===== src/verilog/nrDivPkg.sv =====
// widths, iteration constants, guess table and payload structs shared by the divider RTL
`default_nettype none

package nrDivPkg;

  localparam int DATA_W = 8;
  localparam int FRAC_W = 12;
  localparam int WORD_W = FRAC_W + 2;
  localparam int PROD_W = 2 * WORD_W;
  localparam int SHIFT_W = $clog2(DATA_W);
  localparam int NR_ITERS = 4;
  localparam int MULT_STEPS = (WORD_W + 3) / 4;
  localparam int ITER_W = $clog2(NR_ITERS);
  localparam int STEP_W = $clog2(MULT_STEPS);

  // 2.0 with 2*FRAC_W fraction bits, the addend of the error term
  localparam logic [PROD_W-1:0] TWO_PROD = PROD_W'(2) << (2 * FRAC_W);

  // 1/m at the midpoints 1.125, 1.375, 1.625, 1.875, truncated
  localparam logic [WORD_W-1:0] GUESS_LUT [4] = '{
    WORD_W'(3640),
    WORD_W'(2978),
    WORD_W'(2520),
    WORD_W'(2184)
  };

  typedef struct packed {
    logic [DATA_W-1:0] dividend;
    logic [DATA_W-1:0] divisor;
  } divReq_t;

  typedef struct packed {
    logic [DATA_W-1:0] quotient;
    logic              divByZero;
  } divResp_t;

  // mant holds the divisor scaled into [1, 2)
  typedef struct packed {
    logic [WORD_W-1:0]  mant;
    logic [SHIFT_W-1:0] shift;
    logic               isZero;
  } normDivisor_t;

endpackage : nrDivPkg

`default_nettype wire


===== src/verilog/divNormalize.sv =====
// combinational leading-one normalizer mapping the divisor into [1, 2)
`timescale 1ns/1ps
`default_nettype none

module divNormalize
  import nrDivPkg::*;
(
  input  logic [DATA_W-1:0] divisor,
  output normDivisor_t      norm
);

  logic [SHIFT_W-1:0] lead;
  logic [WORD_W-1:0]  widened;

  // priority encoder, highest set bit wins
  always_comb begin
    lead = '0;
    for (int i = 0; i < DATA_W; i++) begin
      if (divisor[i]) begin
        lead = SHIFT_W'(i);
      end
    end
  end

  assign widened = WORD_W'(divisor);

  // leading one lands on bit FRAC_W, zeros shifted in below
  always_comb begin
    norm.isZero = (divisor == '0);
    norm.shift = lead;
    norm.mant = widened << (FRAC_W - lead);
  end

endmodule : divNormalize

`default_nettype wire


===== src/verilog/fmad.sv =====
// fused multiply-add, addend plus or minus the product of two fixed-point words
`timescale 1ns/1ps
`default_nettype none

module fmad
  import nrDivPkg::*;
(
  input  logic              clock,
  input  logic              reset,
  input  logic              start,
  input  logic [WORD_W-1:0] fmadMulIn1,
  input  logic [WORD_W-1:0] fmadMulIn2,
  input  logic [PROD_W-1:0] fmadAddIn,
  input  logic              negate,
  output logic [PROD_W-1:0] fmadOut,
  output logic              fmadDone
);

  logic [PROD_W-1:0] product;
  logic              mulDone;
  logic [PROD_W-1:0] addend;
  logic              negLatch;

  radix16Mult fmadMult (
    .clock,
    .reset,
    .start,
    .mulIn1(fmadMulIn1),
    .mulIn2(fmadMulIn2),
    .mulOut(product),
    .done  (mulDone)
  );

  // addend and sign captured with the operands
  always_ff @(posedge clock) begin
    if (start) begin
      addend <= fmadAddIn;
      negLatch <= negate;
    end
  end

  always_ff @(posedge clock, posedge reset) begin
    if (reset) begin
      fmadDone <= 1'b0;
    end else begin
      fmadDone <= mulDone;
    end
  end

  // single add stage after the product settles
  always_ff @(posedge clock) begin
    if (mulDone) begin
      fmadOut <= negLatch ? (addend - product) : (addend + product);
    end
  end

endmodule : fmad

`default_nettype wire


===== src/verilog/newtonRaphsonReciprocal.sv =====
// reciprocal of a normalized mantissa by table guess and Newton-Raphson refinement
`timescale 1ns/1ps
`default_nettype none

module nrrFSM (
  input  logic clock,
  input  logic reset,
  input  logic start,
  input  logic fmadDone,
  input  logic mulDone,
  input  logic itersDone,
  output logic fmadStart,
  output logic mulStart,
  output logic compEn,
  output logic nrrDone
);

  typedef enum logic [2:0] {
    NR_WAIT,
    NR_FMAD_KICK,
    NR_FMAD_WAIT,
    NR_MUL_KICK,
    NR_MUL_WAIT,
    NR_DONE
  } nrrState_t;

  nrrState_t currState;
  nrrState_t nextState;

  always_ff @(posedge clock, posedge reset) begin
    if (reset) begin
      currState <= NR_WAIT;
    end else begin
      currState <= nextState;
    end
  end

  always_comb begin
    nextState = currState;
    fmadStart = 1'b0;
    mulStart = 1'b0;
    compEn = 1'b0;
    nrrDone = 1'b0;
    unique case (currState)
      NR_WAIT: begin
        if (start) begin
          nextState = NR_FMAD_KICK;
        end
      end
      NR_FMAD_KICK: begin
        fmadStart = 1'b1;
        nextState = NR_FMAD_WAIT;
      end
      NR_FMAD_WAIT: begin
        if (fmadDone) begin
          nextState = NR_MUL_KICK;
        end
      end
      NR_MUL_KICK: begin
        mulStart = 1'b1;
        nextState = NR_MUL_WAIT;
      end
      NR_MUL_WAIT: begin
        // refined value is written back on the same edge
        if (mulDone) begin
          compEn = 1'b1;
          nextState = itersDone ? NR_DONE : NR_FMAD_KICK;
        end
      end
      NR_DONE: begin
        nrrDone = 1'b1;
        nextState = NR_WAIT;
      end
    endcase
  end

endmodule : nrrFSM

module newtonRaphsonReciprocal
  import nrDivPkg::*;
(
  input  logic              clock,
  input  logic              reset,
  input  logic              start,
  input  logic [WORD_W-1:0] nrrIn,
  output logic [WORD_W-1:0] nrrOut,
  output logic              nrrDone
);

  logic [ITER_W-1:0] iterCount;
  logic [PROD_W-1:0] errTerm;
  logic [PROD_W-1:0] refined;
  logic [WORD_W-1:0] scaledErr;
  logic              fmadStart;
  logic              fmadDone;
  logic              mulStart;
  logic              mulDone;
  logic              compEn;
  logic              itersDone;

  assign itersDone = (iterCount == ITER_W'(NR_ITERS - 1));
  // e >> FRAC_W back to word scale
  assign scaledErr = errTerm[FRAC_W +: WORD_W];

  always_ff @(posedge clock, posedge reset) begin
    if (reset) begin
      iterCount <= '0;
    end else if (start) begin
      iterCount <= '0;
    end else if (compEn) begin
      iterCount <= iterCount + 1'b1;
    end
  end

  // guess picked by the two fraction bits below the leading one
  always_ff @(posedge clock) begin
    if (start) begin
      nrrOut <= GUESS_LUT[nrrIn[FRAC_W-1 -: 2]];
    end else if (compEn) begin
      nrrOut <= refined[FRAC_W +: WORD_W];
    end
  end

  // e = 2 - d*x
  fmad errFmad (
    .clock,
    .reset,
    .start     (fmadStart),
    .fmadMulIn1(nrrIn),
    .fmadMulIn2(nrrOut),
    .fmadAddIn (TWO_PROD),
    .negate    (1'b1),
    .fmadOut   (errTerm),
    .fmadDone
  );

  radix16Mult refineMult (
    .clock,
    .reset,
    .start (mulStart),
    .mulIn1(nrrOut),
    .mulIn2(scaledErr),
    .mulOut(refined),
    .done  (mulDone)
  );

  nrrFSM fsm (
    .clock,
    .reset,
    .start,
    .fmadDone,
    .mulDone,
    .itersDone,
    .fmadStart,
    .mulStart,
    .compEn,
    .nrrDone
  );

  // error term has to fit the word slice fed to the refine multiply
  assert property (@(posedge clock) disable iff (reset)
                   fmadDone |-> (errTerm[PROD_W-1:FRAC_W+WORD_W] == '0))
    else $error("error term overflowed the slice used for refinement");

endmodule : newtonRaphsonReciprocal

`default_nettype wire


===== src/verilog/nrDivider.sv =====
// top of the unsigned Newton-Raphson divider with start/busy/done handshake
`timescale 1ns/1ps
`default_nettype none

module nrDivider
  import nrDivPkg::*;
(
  input  logic     clock,
  input  logic     reset,
  input  logic     start,
  input  divReq_t  req,
  output divResp_t resp,
  output logic     busy,
  output logic     done
);

  typedef enum logic [1:0] {
    DIV_IDLE,
    DIV_RECIP,
    DIV_MULT,
    DIV_FINISH
  } divState_t;

  divState_t         state;
  divReq_t           reqReg;
  normDivisor_t      norm;
  logic              launch;
  logic              accept;
  logic              zeroSkip;
  logic              quotReady;
  logic              recipStart;
  logic              recipDone;
  logic [WORD_W-1:0] recip;
  logic              quotStart;
  logic              quotDone;
  logic [PROD_W-1:0] quotProd;
  logic [DATA_W-1:0] quotient;

  assign busy = (state != DIV_IDLE);
  assign accept = start && !busy;
  assign zeroSkip = (state == DIV_RECIP) && launch && norm.isZero;
  assign recipStart = (state == DIV_RECIP) && launch && !norm.isZero;
  assign quotStart = (state == DIV_MULT) && launch;
  assign quotReady = (state == DIV_MULT) && quotDone;
  // drop the fraction bits and undo the normalization
  assign quotient = DATA_W'(quotProd >> (FRAC_W + norm.shift));

  divNormalize normalizer (
    .divisor(reqReg.divisor),
    .norm
  );

  newtonRaphsonReciprocal reciprocal (
    .clock,
    .reset,
    .start  (recipStart),
    .nrrIn  (norm.mant),
    .nrrOut (recip),
    .nrrDone(recipDone)
  );

  radix16Mult quotMult (
    .clock,
    .reset,
    .start (quotStart),
    .mulIn1(WORD_W'(reqReg.dividend)),
    .mulIn2(recip),
    .mulOut(quotProd),
    .done  (quotDone)
  );

  always_ff @(posedge clock, posedge reset) begin
    if (reset) begin
      state <= DIV_IDLE;
      launch <= 1'b0;
      done <= 1'b0;
    end else begin
      launch <= 1'b0;
      done <= 1'b0;
      unique case (state)
        DIV_IDLE: begin
          if (accept) begin
            state <= DIV_RECIP;
            launch <= 1'b1;
          end
        end
        DIV_RECIP: begin
          if (zeroSkip) begin
            state <= DIV_FINISH;
            done <= 1'b1;
          end else if (recipDone) begin
            state <= DIV_MULT;
            launch <= 1'b1;
          end
        end
        DIV_MULT: begin
          if (quotDone) begin
            state <= DIV_FINISH;
            done <= 1'b1;
          end
        end
        DIV_FINISH: begin
          state <= DIV_IDLE;
        end
      endcase
    end
  end

  always_ff @(posedge clock) begin
    if (accept) begin
      reqReg <= req;
    end
    if (zeroSkip) begin
      resp <= '{quotient: {DATA_W{1'b1}}, divByZero: 1'b1};
    end else if (quotReady) begin
      resp <= '{quotient: quotient, divByZero: 1'b0};
    end
  end

  // request offered mid-division is dropped
  assert property (@(posedge clock) disable iff (reset) start |-> !busy)
    else $warning("start ignored while a division is running");

  // reciprocal unit only reports back while its result is awaited
  assert property (@(posedge clock) disable iff (reset) recipDone |-> (state == DIV_RECIP))
    else $error("reciprocal finished outside the reciprocal phase");

endmodule : nrDivider

`default_nettype wire


===== src/verilog/radix16Mult.sv =====
// sequential unsigned multiplier, one radix-16 digit of the second operand per cycle
`timescale 1ns/1ps
`default_nettype none

module radix16Mult
  import nrDivPkg::*;
(
  input  logic              clock,
  input  logic              reset,
  input  logic              start,
  input  logic [WORD_W-1:0] mulIn1,
  input  logic [WORD_W-1:0] mulIn2,
  output logic [PROD_W-1:0] mulOut,
  output logic              done
);

  logic              running;
  logic [STEP_W-1:0] step;
  logic [PROD_W-1:0] mcand;
  logic [WORD_W-1:0] mplier;
  logic [PROD_W-1:0] partial;

  // shifted multiplicand times the current low digit
  assign partial = mcand * PROD_W'(mplier[3:0]);

  always_ff @(posedge clock, posedge reset) begin
    if (reset) begin
      running <= 1'b0;
      step <= '0;
      done <= 1'b0;
    end else begin
      done <= 1'b0;
      if (start) begin
        running <= 1'b1;
        step <= '0;
      end else if (running) begin
        step <= step + 1'b1;
        // last digit retires here, done shows next cycle
        if (step == STEP_W'(MULT_STEPS - 1)) begin
          running <= 1'b0;
          done <= 1'b1;
        end
      end
    end
  end

  always_ff @(posedge clock) begin
    if (start) begin
      mcand <= PROD_W'(mulIn1);
      mplier <= mulIn2;
      mulOut <= '0;
    end else if (running) begin
      mulOut <= mulOut + partial;
      mcand <= mcand << 4;
      mplier <= mplier >> 4;
    end
  end

  // callers wait for done before the next operand pair
  assert property (@(posedge clock) disable iff (reset) start |-> !running)
    else $error("radix16Mult started while a product was in progress");

endmodule : radix16Mult

`default_nettype wire

===== config.mk =====
export PLATFORM = sky130hd
export DESIGN_NAME = nrDivider
export DESIGN_NICKNAME = d
export VERILOG_FILES = /design/src/verilog/nrDivPkg.sv /design/src/verilog/divNormalize.sv /design/src/verilog/fmad.sv /design/src/verilog/newtonRaphsonReciprocal.sv /design/src/verilog/nrDivider.sv /design/src/verilog/radix16Mult.sv
export SDC_FILE = /design/constraint.sdc
export NUM_CORES = 1
export LEC_CHECK = 0
export ABC_AREA = 1
export BUFFER_PORTS_ARGS = -buffer_cell sky130_fd_sc_hd__buf_2
export CAP_MARGIN = 15
export CELL_PAD_IN_SITES_DETAIL_PLACEMENT = 1
export CELL_PAD_IN_SITES_GLOBAL_PLACEMENT = 2
export CORE_AREA = 5 5 256 258
export CTS_BUF_LIST = sky130_fd_sc_hd__clkbuf_2
export DETAILED_ROUTE_END_ITERATION = 8
export DIE_AREA = 0 0 261 263
export HOLD_SLACK_MARGIN = 0.05
export PLACE_DENSITY = 0.93
export SYNTH_ARGS = -nofsm -noshare
export SYNTH_HDL_FRONTEND = slang
export SYNTH_SLANG_ARGS = --single-unit

===== constraint.sdc =====
create_clock -name clock -period 4.32 [get_ports clock]
set_input_delay 0.432 -clock clock [delete_from_list [all_inputs] [get_ports clock]]
set_output_delay 0.432 -clock clock [all_outputs]
set_load 0.005 [all_outputs]

==> impl_metrics.csv, run 1 <==
group,metric,value,unit
route,vias_per_cell,4.81,
critical_path,crit_arrival,5.02,ns
global_routing,grt_pass1_wl,115,mm
sta,timing_hold_violations_final,0,
outcome,run_status,"finished, final reports clean",
route,detail_route.wirelength,69.3,mm
floorplanning,io_pins,30,
sta,fmaxAchievable,0.243,GHz
global_routing,vias_in_the_first_global_route,22800,
sta,final_period_minus_worst_setup_slack,4.11,ns
hold_path,hold_start,"start",
critical_path,internal_reg_to_reg_setup_slack,0.21,ns
floorplanning,placementRows,92,
critical_path,critPathCapture,"reciprocal.refineMult.mulOut[25]$_SDFFE_PP0P_",
sta,timing.final.crit_share,95.2,%
yosys,yosys_register_bits,275,
cts,source_to_sink_clock_delay_at_the_later_pin_of_the_worst_skew_pair,1.11,ns
yosys,synth_edf_count,122,
yosys,async_reset_ff_share,8.00,%
route,drc,0,
sta,slew_violations,0,
global_routing,grt-ovfl-total,0,
global_routing,initial_antenna_violation_count,2,
global_routing,gr-usage-all-layers,20.4,%
finish,post_synthesis_to_final_layout_area_growth,10.2,%
finish,final_core_util,42.7,%
cts,clkSlewWorstSetupHoldPaths,0.10,ns
route,dr.first_iter.drc_count,1000,
placed_design,hpwlAfterDp,54.4,mm
hold_path,path_category_of_the_worst_min_delay_check,"in -> reg",
sta,final.setup.tns,0,ns
yosys,mappedNetlistNets,3752,
cts,cts_tree,"done",
yosys,cell_variety_after_synth,51,
cts,clkSinkCount,275,
critical_path,timing.critical_path.slowest_cell_delay,0.55,ns
finish,fin_nets,3859,
floorplanning,floorplan.die.width,261,um
yosys,synthesis.yosys.warnings,0,
critical_path,crit_buf_inv,5,
floorplanning,initial_core_util,38.8,%
floorplanning,fp.coreArea,62700,um^2
yosys,yosysSeqAreaShare,28.1,%
critical_path,crit_fanout,25,
finish,ratio_of_cells_with_drive_above_1_in_the_final_layout,6.97,%
cts,cts.path.max_buffers,3,
critical_path,critical_path.top_delay_family,"adder cells",
cts,cts_root_buffer,"clkbuf_2",
critical_path,timing_worst_setup_path_type,"reg -> reg",
sta,final.setup_skew,0.134,ns
sta,rsz0062_at_grt,"no",
floorplanning,die_area,68600,um^2
finish,final.fill_count,8127,
global_routing,grt_max_degree,47,
critical_path,startpoint,"reciprocal.refineMult.mplier[1]$_DFFE_PP_",
critical_path,cells_along_the_critical_path,"buf_12 > nand2_1 > inv_1 > fa_1 > fa_1 > inv_1 > fa_1 > inv_1 > ha_1 > nand2_2 > inv_1 > a21oi_1 > nand2_1 > nand3_1 > nand3_1 > nand2_1 > nand2_1 > nor2_1 > nor2_1",
critical_path,critical_path.reg2reg.startpoint,"reciprocal.refineMult.mplier[1]$_DFFE_PP_",
critical_path,worstSetupPathDepth,19,
placed_design,finalWeightedCongestion,0.885,
route,routed-via-count,21400,
cts,cts-buffers-inserted,85,
finish,multiInputGateArea,13600,um^2
route,drtAntennaViolNets,0,
yosys,synthesized_area_divided_by_synthesized_cell_count,7.11,um^2
sta,final_critical_path_setup_slack,0.207,ns
finish,design_area,26800,um^2
yosys,primary_flip_flop_cell_chosen_by_synthesis_mapping,"dfxtp_1",
sta,worst_slew_margin_rel,31.0,%
placed_design,dp_slack,0.105,ns
critical_path,timing.critical_path.required,5.23,ns
floorplanning,die_h,263,um
yosys,syn_area,24300,um^2
critical_path,r2r-end,"reciprocal.refineMult.mulOut[25]$_SDFFE_PP0P_",
route,drt-pass1-iter-count,5,
placed_design,postPlaceCellArea,25600,um^2
finish,ff_latch_area,6840,um^2
route,route.detailed.wl_per_inst,15.6,um
cts,cts.htree.levels,3,
critical_path,end_kind,"flip-flop",
flow_run,drv.max_cap_violation_count,0,
placed_design,number_of_buffer_cells_added_on_primary_ports,29,
critical_path,slowest_stage,"fa_1",
sta,finish_stage_setup_viols,0,
critical_path,worstSetupStartpointType,"flip-flop",
yosys,synthCells,3425,
sta,tightestPinTransition,1.03,ns
critical_path,worst-r2r-cell-count,19,
routing by layer:
metal	share of wire (%)	vias up	global-route usage [%]
met5	0	-	0
met4	2.5	0	5.95
met3	3.6	121	3.43
met2	48	285	35.1
met1	45	10500	26.6
li1	-	10600	-
stage by stage:
step           hold WS (ns)  instances
6_report              0.376       4450
2_1_floorplan         0.421       3425
5_1_grt               0.236       4450
3_3_place_gp          0.444       4252
4_1_cts               0.176       4445
3_5_place_dp          0.446       4252
area by class of cell:
class                   count  area share (%)
well taps                 846            3.95
clock inverters            39            1.02
diodes                      2          0.0187
multi-input cells        2131            50.8
inverters                 926            13.0
clock buffers             118            2.20
flip-flops and latches    275            25.5
repair buffers            113            3.56
cells in the mapped netlist (2+ instances only):
master	n	share of area (%)
nand3_2	2	0.082
xor2_1	29	1.0
dfrtp_1	22	2.3
a21o_1	5	0.15
a22o_1	3	0.11
edfxtp_1	122	15
fa_1	207	17
buf_2	20	0.41
nor2_1	167	2.6
nand3_1	161	3.3
o21ai_0	170	3.5
clkinv_1	2	0.031
o21ai_1	8	0.16
nand3b_1	7	0.22
nor3_1	19	0.39
ha_1	101	5.2
nand4_1	45	1.2
nor2_4	5	0.23
and2_1	3	0.077
dfxtp_1	131	11
o22ai_1	17	0.44
nand2_2	6	0.15
nand2_4	3	0.14
buf_1	5	0.077
o21bai_1	6	0.19
a31oi_1	5	0.13
nand2_1	960	15
buf_6	3	0.14
clkbuf_1	61	0.94
buf_4	4	0.12
a31o_2	3	0.11
nor2_2	3	0.077
inv_1	915	14
o211ai_1	7	0.22
inv_2	8	0.12
xnor2_1	11	0.40
a21oi_1	165	3.4
registers in the layout (all words and copies together) (netlist names), 2 cells and up:
name and count:
quotMult.step 2, quotMult.mulOut 27, reqReg 16, quotMult.mplier 14
reciprocal.refineMult.step 2, reciprocal.refineMult.mplier 14, resp 9, reciprocal.nrrOut 14
state 2, reciprocal.refineMult.mulOut 26, reciprocal.iterCount 2, quotMult.mcand 27
reciprocal.fsm.currState 3, reciprocal.errFmad.fmadMult.mplier 14, reciprocal.errFmad.fmadMult.mcand 26, reciprocal.errFmad.fmadMult.mulOut 26
reciprocal.errFmad.fmadOut 14, reciprocal.errFmad.fmadMult.step 2, reciprocal.refineMult.mcand 26
cells in the final DEF, fill, tap and decap left out, types with 7 or more instances in the layout:
cell           netlist  final
nor3_1              19     19
edfxtp_1           122    122
dlygate4sd3_1        0     36
nand3b_1             7      7
buf_4                4     41
nand2_1            960    957
xnor2_1             11     11
clkbuf_2             0    118
o21ai_0            170    169
o211ai_1             7      7
nand2_2              6      9
xor2_1              29     29
buf_12               0      7
nand3_1            161    161
ha_1               101    101
o21ai_1              8      9
clkinv_2             0      7
dfxtp_1            131    131
dfrtp_1             22     22
nand4_1             45     45
inv_1              915    915
fa_1               207    207
clkinv_1             2     27
buf_2               20     29
o22ai_1             17     17
nor2_1             167    167
inv_2                8      8
a21oi_1            165    165
kinds of logic (layout without fill, tap and decap cells):
kind of cell / Yosys count / count (layout) / share of synthesized area, %
AOI/OAI and AO/OA: 392 / 392 / 8.55
xor gates and xnor gates: 41 / 41 / 1.51
adders and majority gates: 308 / 308 / 22.2
buffers and inverters: 1019 / 1196 / 16.0
DFF: 275 / 275 / 28.1
other: 0 / 2 / 0
and+or+nand+nor: 1390 / 1390 / 23.6
worst min path at each step:
stage                                end  slack [ns]  cells after the start
floorplan                 done$_DFF_PP0_        0.42                      1
global placement    resp[0]$_SDFFE_PP1P_        0.44                      2
detailed placement  resp[0]$_SDFFE_PP1P_        0.45                      2
CTS                 state[0]$_DFFE_PP0P_        0.18                      5
global route        state[1]$_DFFE_PP0P_        0.24                      5
finish              state[0]$_DFFE_PP0P_        0.38                      5
repair_timing:
| action | 4_1_cts | 5_1_grt |
|---|---|---|
| endpoints found under the hold margin | 41 | 0 |
| resized for setup | 0 | 4 |
| setup buffers | 0 | 3 |
| setup endpoints to repair | 0 | 12 |
| hold buffers | 36 | 0 |
worst min-delay path, cell delays in order:
cell	delay (ns)
dlygate4sd3_1	0.52
buf_2	0.12
o22ai_1	0.09
a31oi_4	0.19
o21ai_0	0.09
Power of run 1 is left out: the tool's default activity adds up to more than one toggle a clock period on the data nets, which glitch-free logic cannot reach.
==> run 2: changes to the inputs <==
==> constraint.sdc (replaced) <==
create_clock -name clock -period 4.32 [get_ports clock]
set_input_delay 0.648 -clock clock [delete_from_list [all_inputs] [get_ports clock]]
set_output_delay 0.648 -clock clock [all_outputs]
set_load 0.005 [all_outputs]
==> run 2 against run 1 <==
Effect of this change:
- hold slack lost 0.13 ns
- die area is the same
- non-clock buffer count decreased by 15
- register-to-register slack improved by 0.03 ns
- clock skew up 0.0029 ns
- final area is 0.56% lower
- critical endpoint unchanged
- global-route usage down 0.11 points
- critical path depth did not move
- maximum frequency grew 0.63%
==> impl_metrics.csv, run 2 (synthesis gave the netlist of run 1 again) <==
group,metric,value,unit
placed_design,finalWeightedCongestion,0.885,
cts,cts_root_buffer,"clkbuf_2",
finish,top_regs,"quotMult.mcand (27), quotMult.mulOut (27)",
sta,final.setup_skew,0.137,ns
global_routing,grt_max_degree,47,
floorplanning,die_area,68600,um^2
floorplanning,die_h,263,um
sta,timing.final.crit_share,94.6,%
route,drc,0,
flow_run,drv.max_cap_violation_count,0,
floorplanning,floorplan.die.width,261,um
finish,fin_nets,3844,
route,dr.first_iter.drc_count,979,
global_routing,gr-usage-all-layers,20.3,%
sta,timing_hold_violations_final,0,
cts,cts_tree,"done",
finish,post_synthesis_to_final_layout_area_growth,9.56,%
route,drtAntennaViolNets,0,
cts,source_to_sink_clock_delay_at_the_later_pin_of_the_worst_skew_pair,1.12,ns
critical_path,crit_arrival,4.99,ns
cts,cts.path.max_buffers,3,
floorplanning,io_pins,30,
finish,final_cell_mix,"957 x nand2_1, 915 x inv_1, 207 x fa_1",
placed_design,number_of_buffer_cells_added_on_primary_ports,29,
sta,final.setup.tns,0,ns
critical_path,timing_worst_setup_path_type,"reg -> reg",
route,route.detailed.wl_per_inst,15.5,um
sta,rsz0062_at_grt,"no",
global_routing,grt_pass1_wl,115,mm
route,routed-via-count,21300,
critical_path,worstSetupStartpointType,"flip-flop",
finish,layout.cells.most_common,"nand2_1",
floorplanning,placementRows,92,
route,drt-pass1-iter-count,6,
cts,clkSinkCount,275,
critical_path,timing.critical_path.required,5.23,ns
sta,tightestPinTransition,1.00,ns
sta,fmaxAchievable,0.245,GHz
finish,ratio_of_cells_with_drive_above_1_in_the_final_layout,7.00,%
cts,cts-buffers-inserted,85,
route,detail_route.wirelength,68.9,mm
cts,clkSlewWorstSetupHoldPaths,0.10,ns
floorplanning,initial_core_util,38.8,%
sta,worst_slew_margin_rel,33.1,%
global_routing,initial_antenna_violation_count,2,
global_routing,vias_in_the_first_global_route,22700,
sta,slew_violations,0,
placed_design,hpwlAfterDp,54.4,mm
floorplanning,fp.coreArea,62700,um^2
cts,cts.htree.levels,3,
critical_path,crit_fanout,24,
sta,final_period_minus_worst_setup_slack,4.09,ns
route,vias_per_cell,4.81,
sta,finish_stage_setup_viols,0,
outcome,run_status,"finished, final reports clean",
global_routing,grt-ovfl-total,0,
critical_path,end_kind,"flip-flop",
hold_path,path_category_of_the_worst_min_delay_check,"in -> reg",
run 2: cell types whose count changed in the layout (fill, tap and decap cells not counted), sizes merged:
cell / delta
dlygate4sd3: -15
run 2: critical path, cell delays in order (launching register included):
cell	delay, ns
edfxtp_1	0.43
buf_12	0.18
nand2_1	0.06
inv_1	0.06
fa_1	0.50
fa_1	0.55
inv_1	0.06
fa_1	0.50
inv_1	0.04
ha_1	0.35
nand2_2	0.15
inv_1	0.05
a21oi_1	0.25
nand2_1	0.20
nand3_1	0.14
nand3_1	0.14
nand2_1	0.10
nand2_1	0.05
nor2_1	0.11
nor2_1	0.05
run 2: stage by stage:
| stage | std cells | cell area (um^2) | worst slack, ns | utilization, % | hold WS [ns] |
|---|---|---|---|---|---|
| 2_1_floorplan | 3425 | 24300 | 0.513 | - | 0.446 |
| 3_5_place_dp | 4252 | 25600 | 0.105 | 40.7 | 0.446 |
| 4_1_cts | 4430 | 26600 | 0.0401 | 42.4 | 0.0501 |
| 6_report | 4435 | 26700 | 0.233 | 42.5 | 0.243 |
| 3_3_place_gp | 4252 | 25600 | 0.134 | 40.7 | 0.444 |
| 5_1_grt | 4435 | 26700 | 0.0163 | 42.5 | 0.0895 |
run 2: worst paths after layout:
check | start | endpoint | slack, ns | cells past startpoint
min in group asynchronous | reset | done$_DFF_PP0_ | 0.31 | 3
max in group asynchronous | reset | reciprocal.errFmad.fmadMult.done$_DFF_PP0_ | 3.26 | 3
worst max register to register | reciprocal.refineMult.mplier[3]$_DFFE_PP_ | reciprocal.refineMult.mulOut[25]$_SDFFE_PP0P_ | 0.23 | 19
worst min register to register | resp[2]$_SDFFE_PP1P_ | resp[2]$_SDFFE_PP1P_ | 0.48 | 2
worst max-delay path | reciprocal.refineMult.mplier[3]$_DFFE_PP_ | reciprocal.refineMult.mulOut[25]$_SDFFE_PP0P_ | 0.23 | 19
worst min-delay path | req[4] | reqReg[4]$_DFFE_PP_ | 0.24 | 2
run 2: what timing repair did:
item,CTS,global route
gates resized for setup,0,4
setup buffers,0,3
hold buffers,21,0
hold endpoints to repair,41,0
setup endpoints to repair,0,12
run 2: metal layers:
metal / wire length, um / GRT usage, %
met1: 31400 / 26.5
met2: 33400 / 34.8
met3: 2470 / 3.43
met4: 1720 / 5.87
met5: 0 / 0
run 2: cell type report:
type / count / area [um^2]
sequential: 275 / 6840
inverter: 926 / 3480
antenna: 2 / 5.00
fill: 8133 / 36100
timing repair buffer: 98 / 803
clock buffer: 118 / 591
multi-input combinational: 2131 / 13600
tap: 846 / 1060
clock inverter: 39 / 274
Power of run 2 is left out for the same reason.
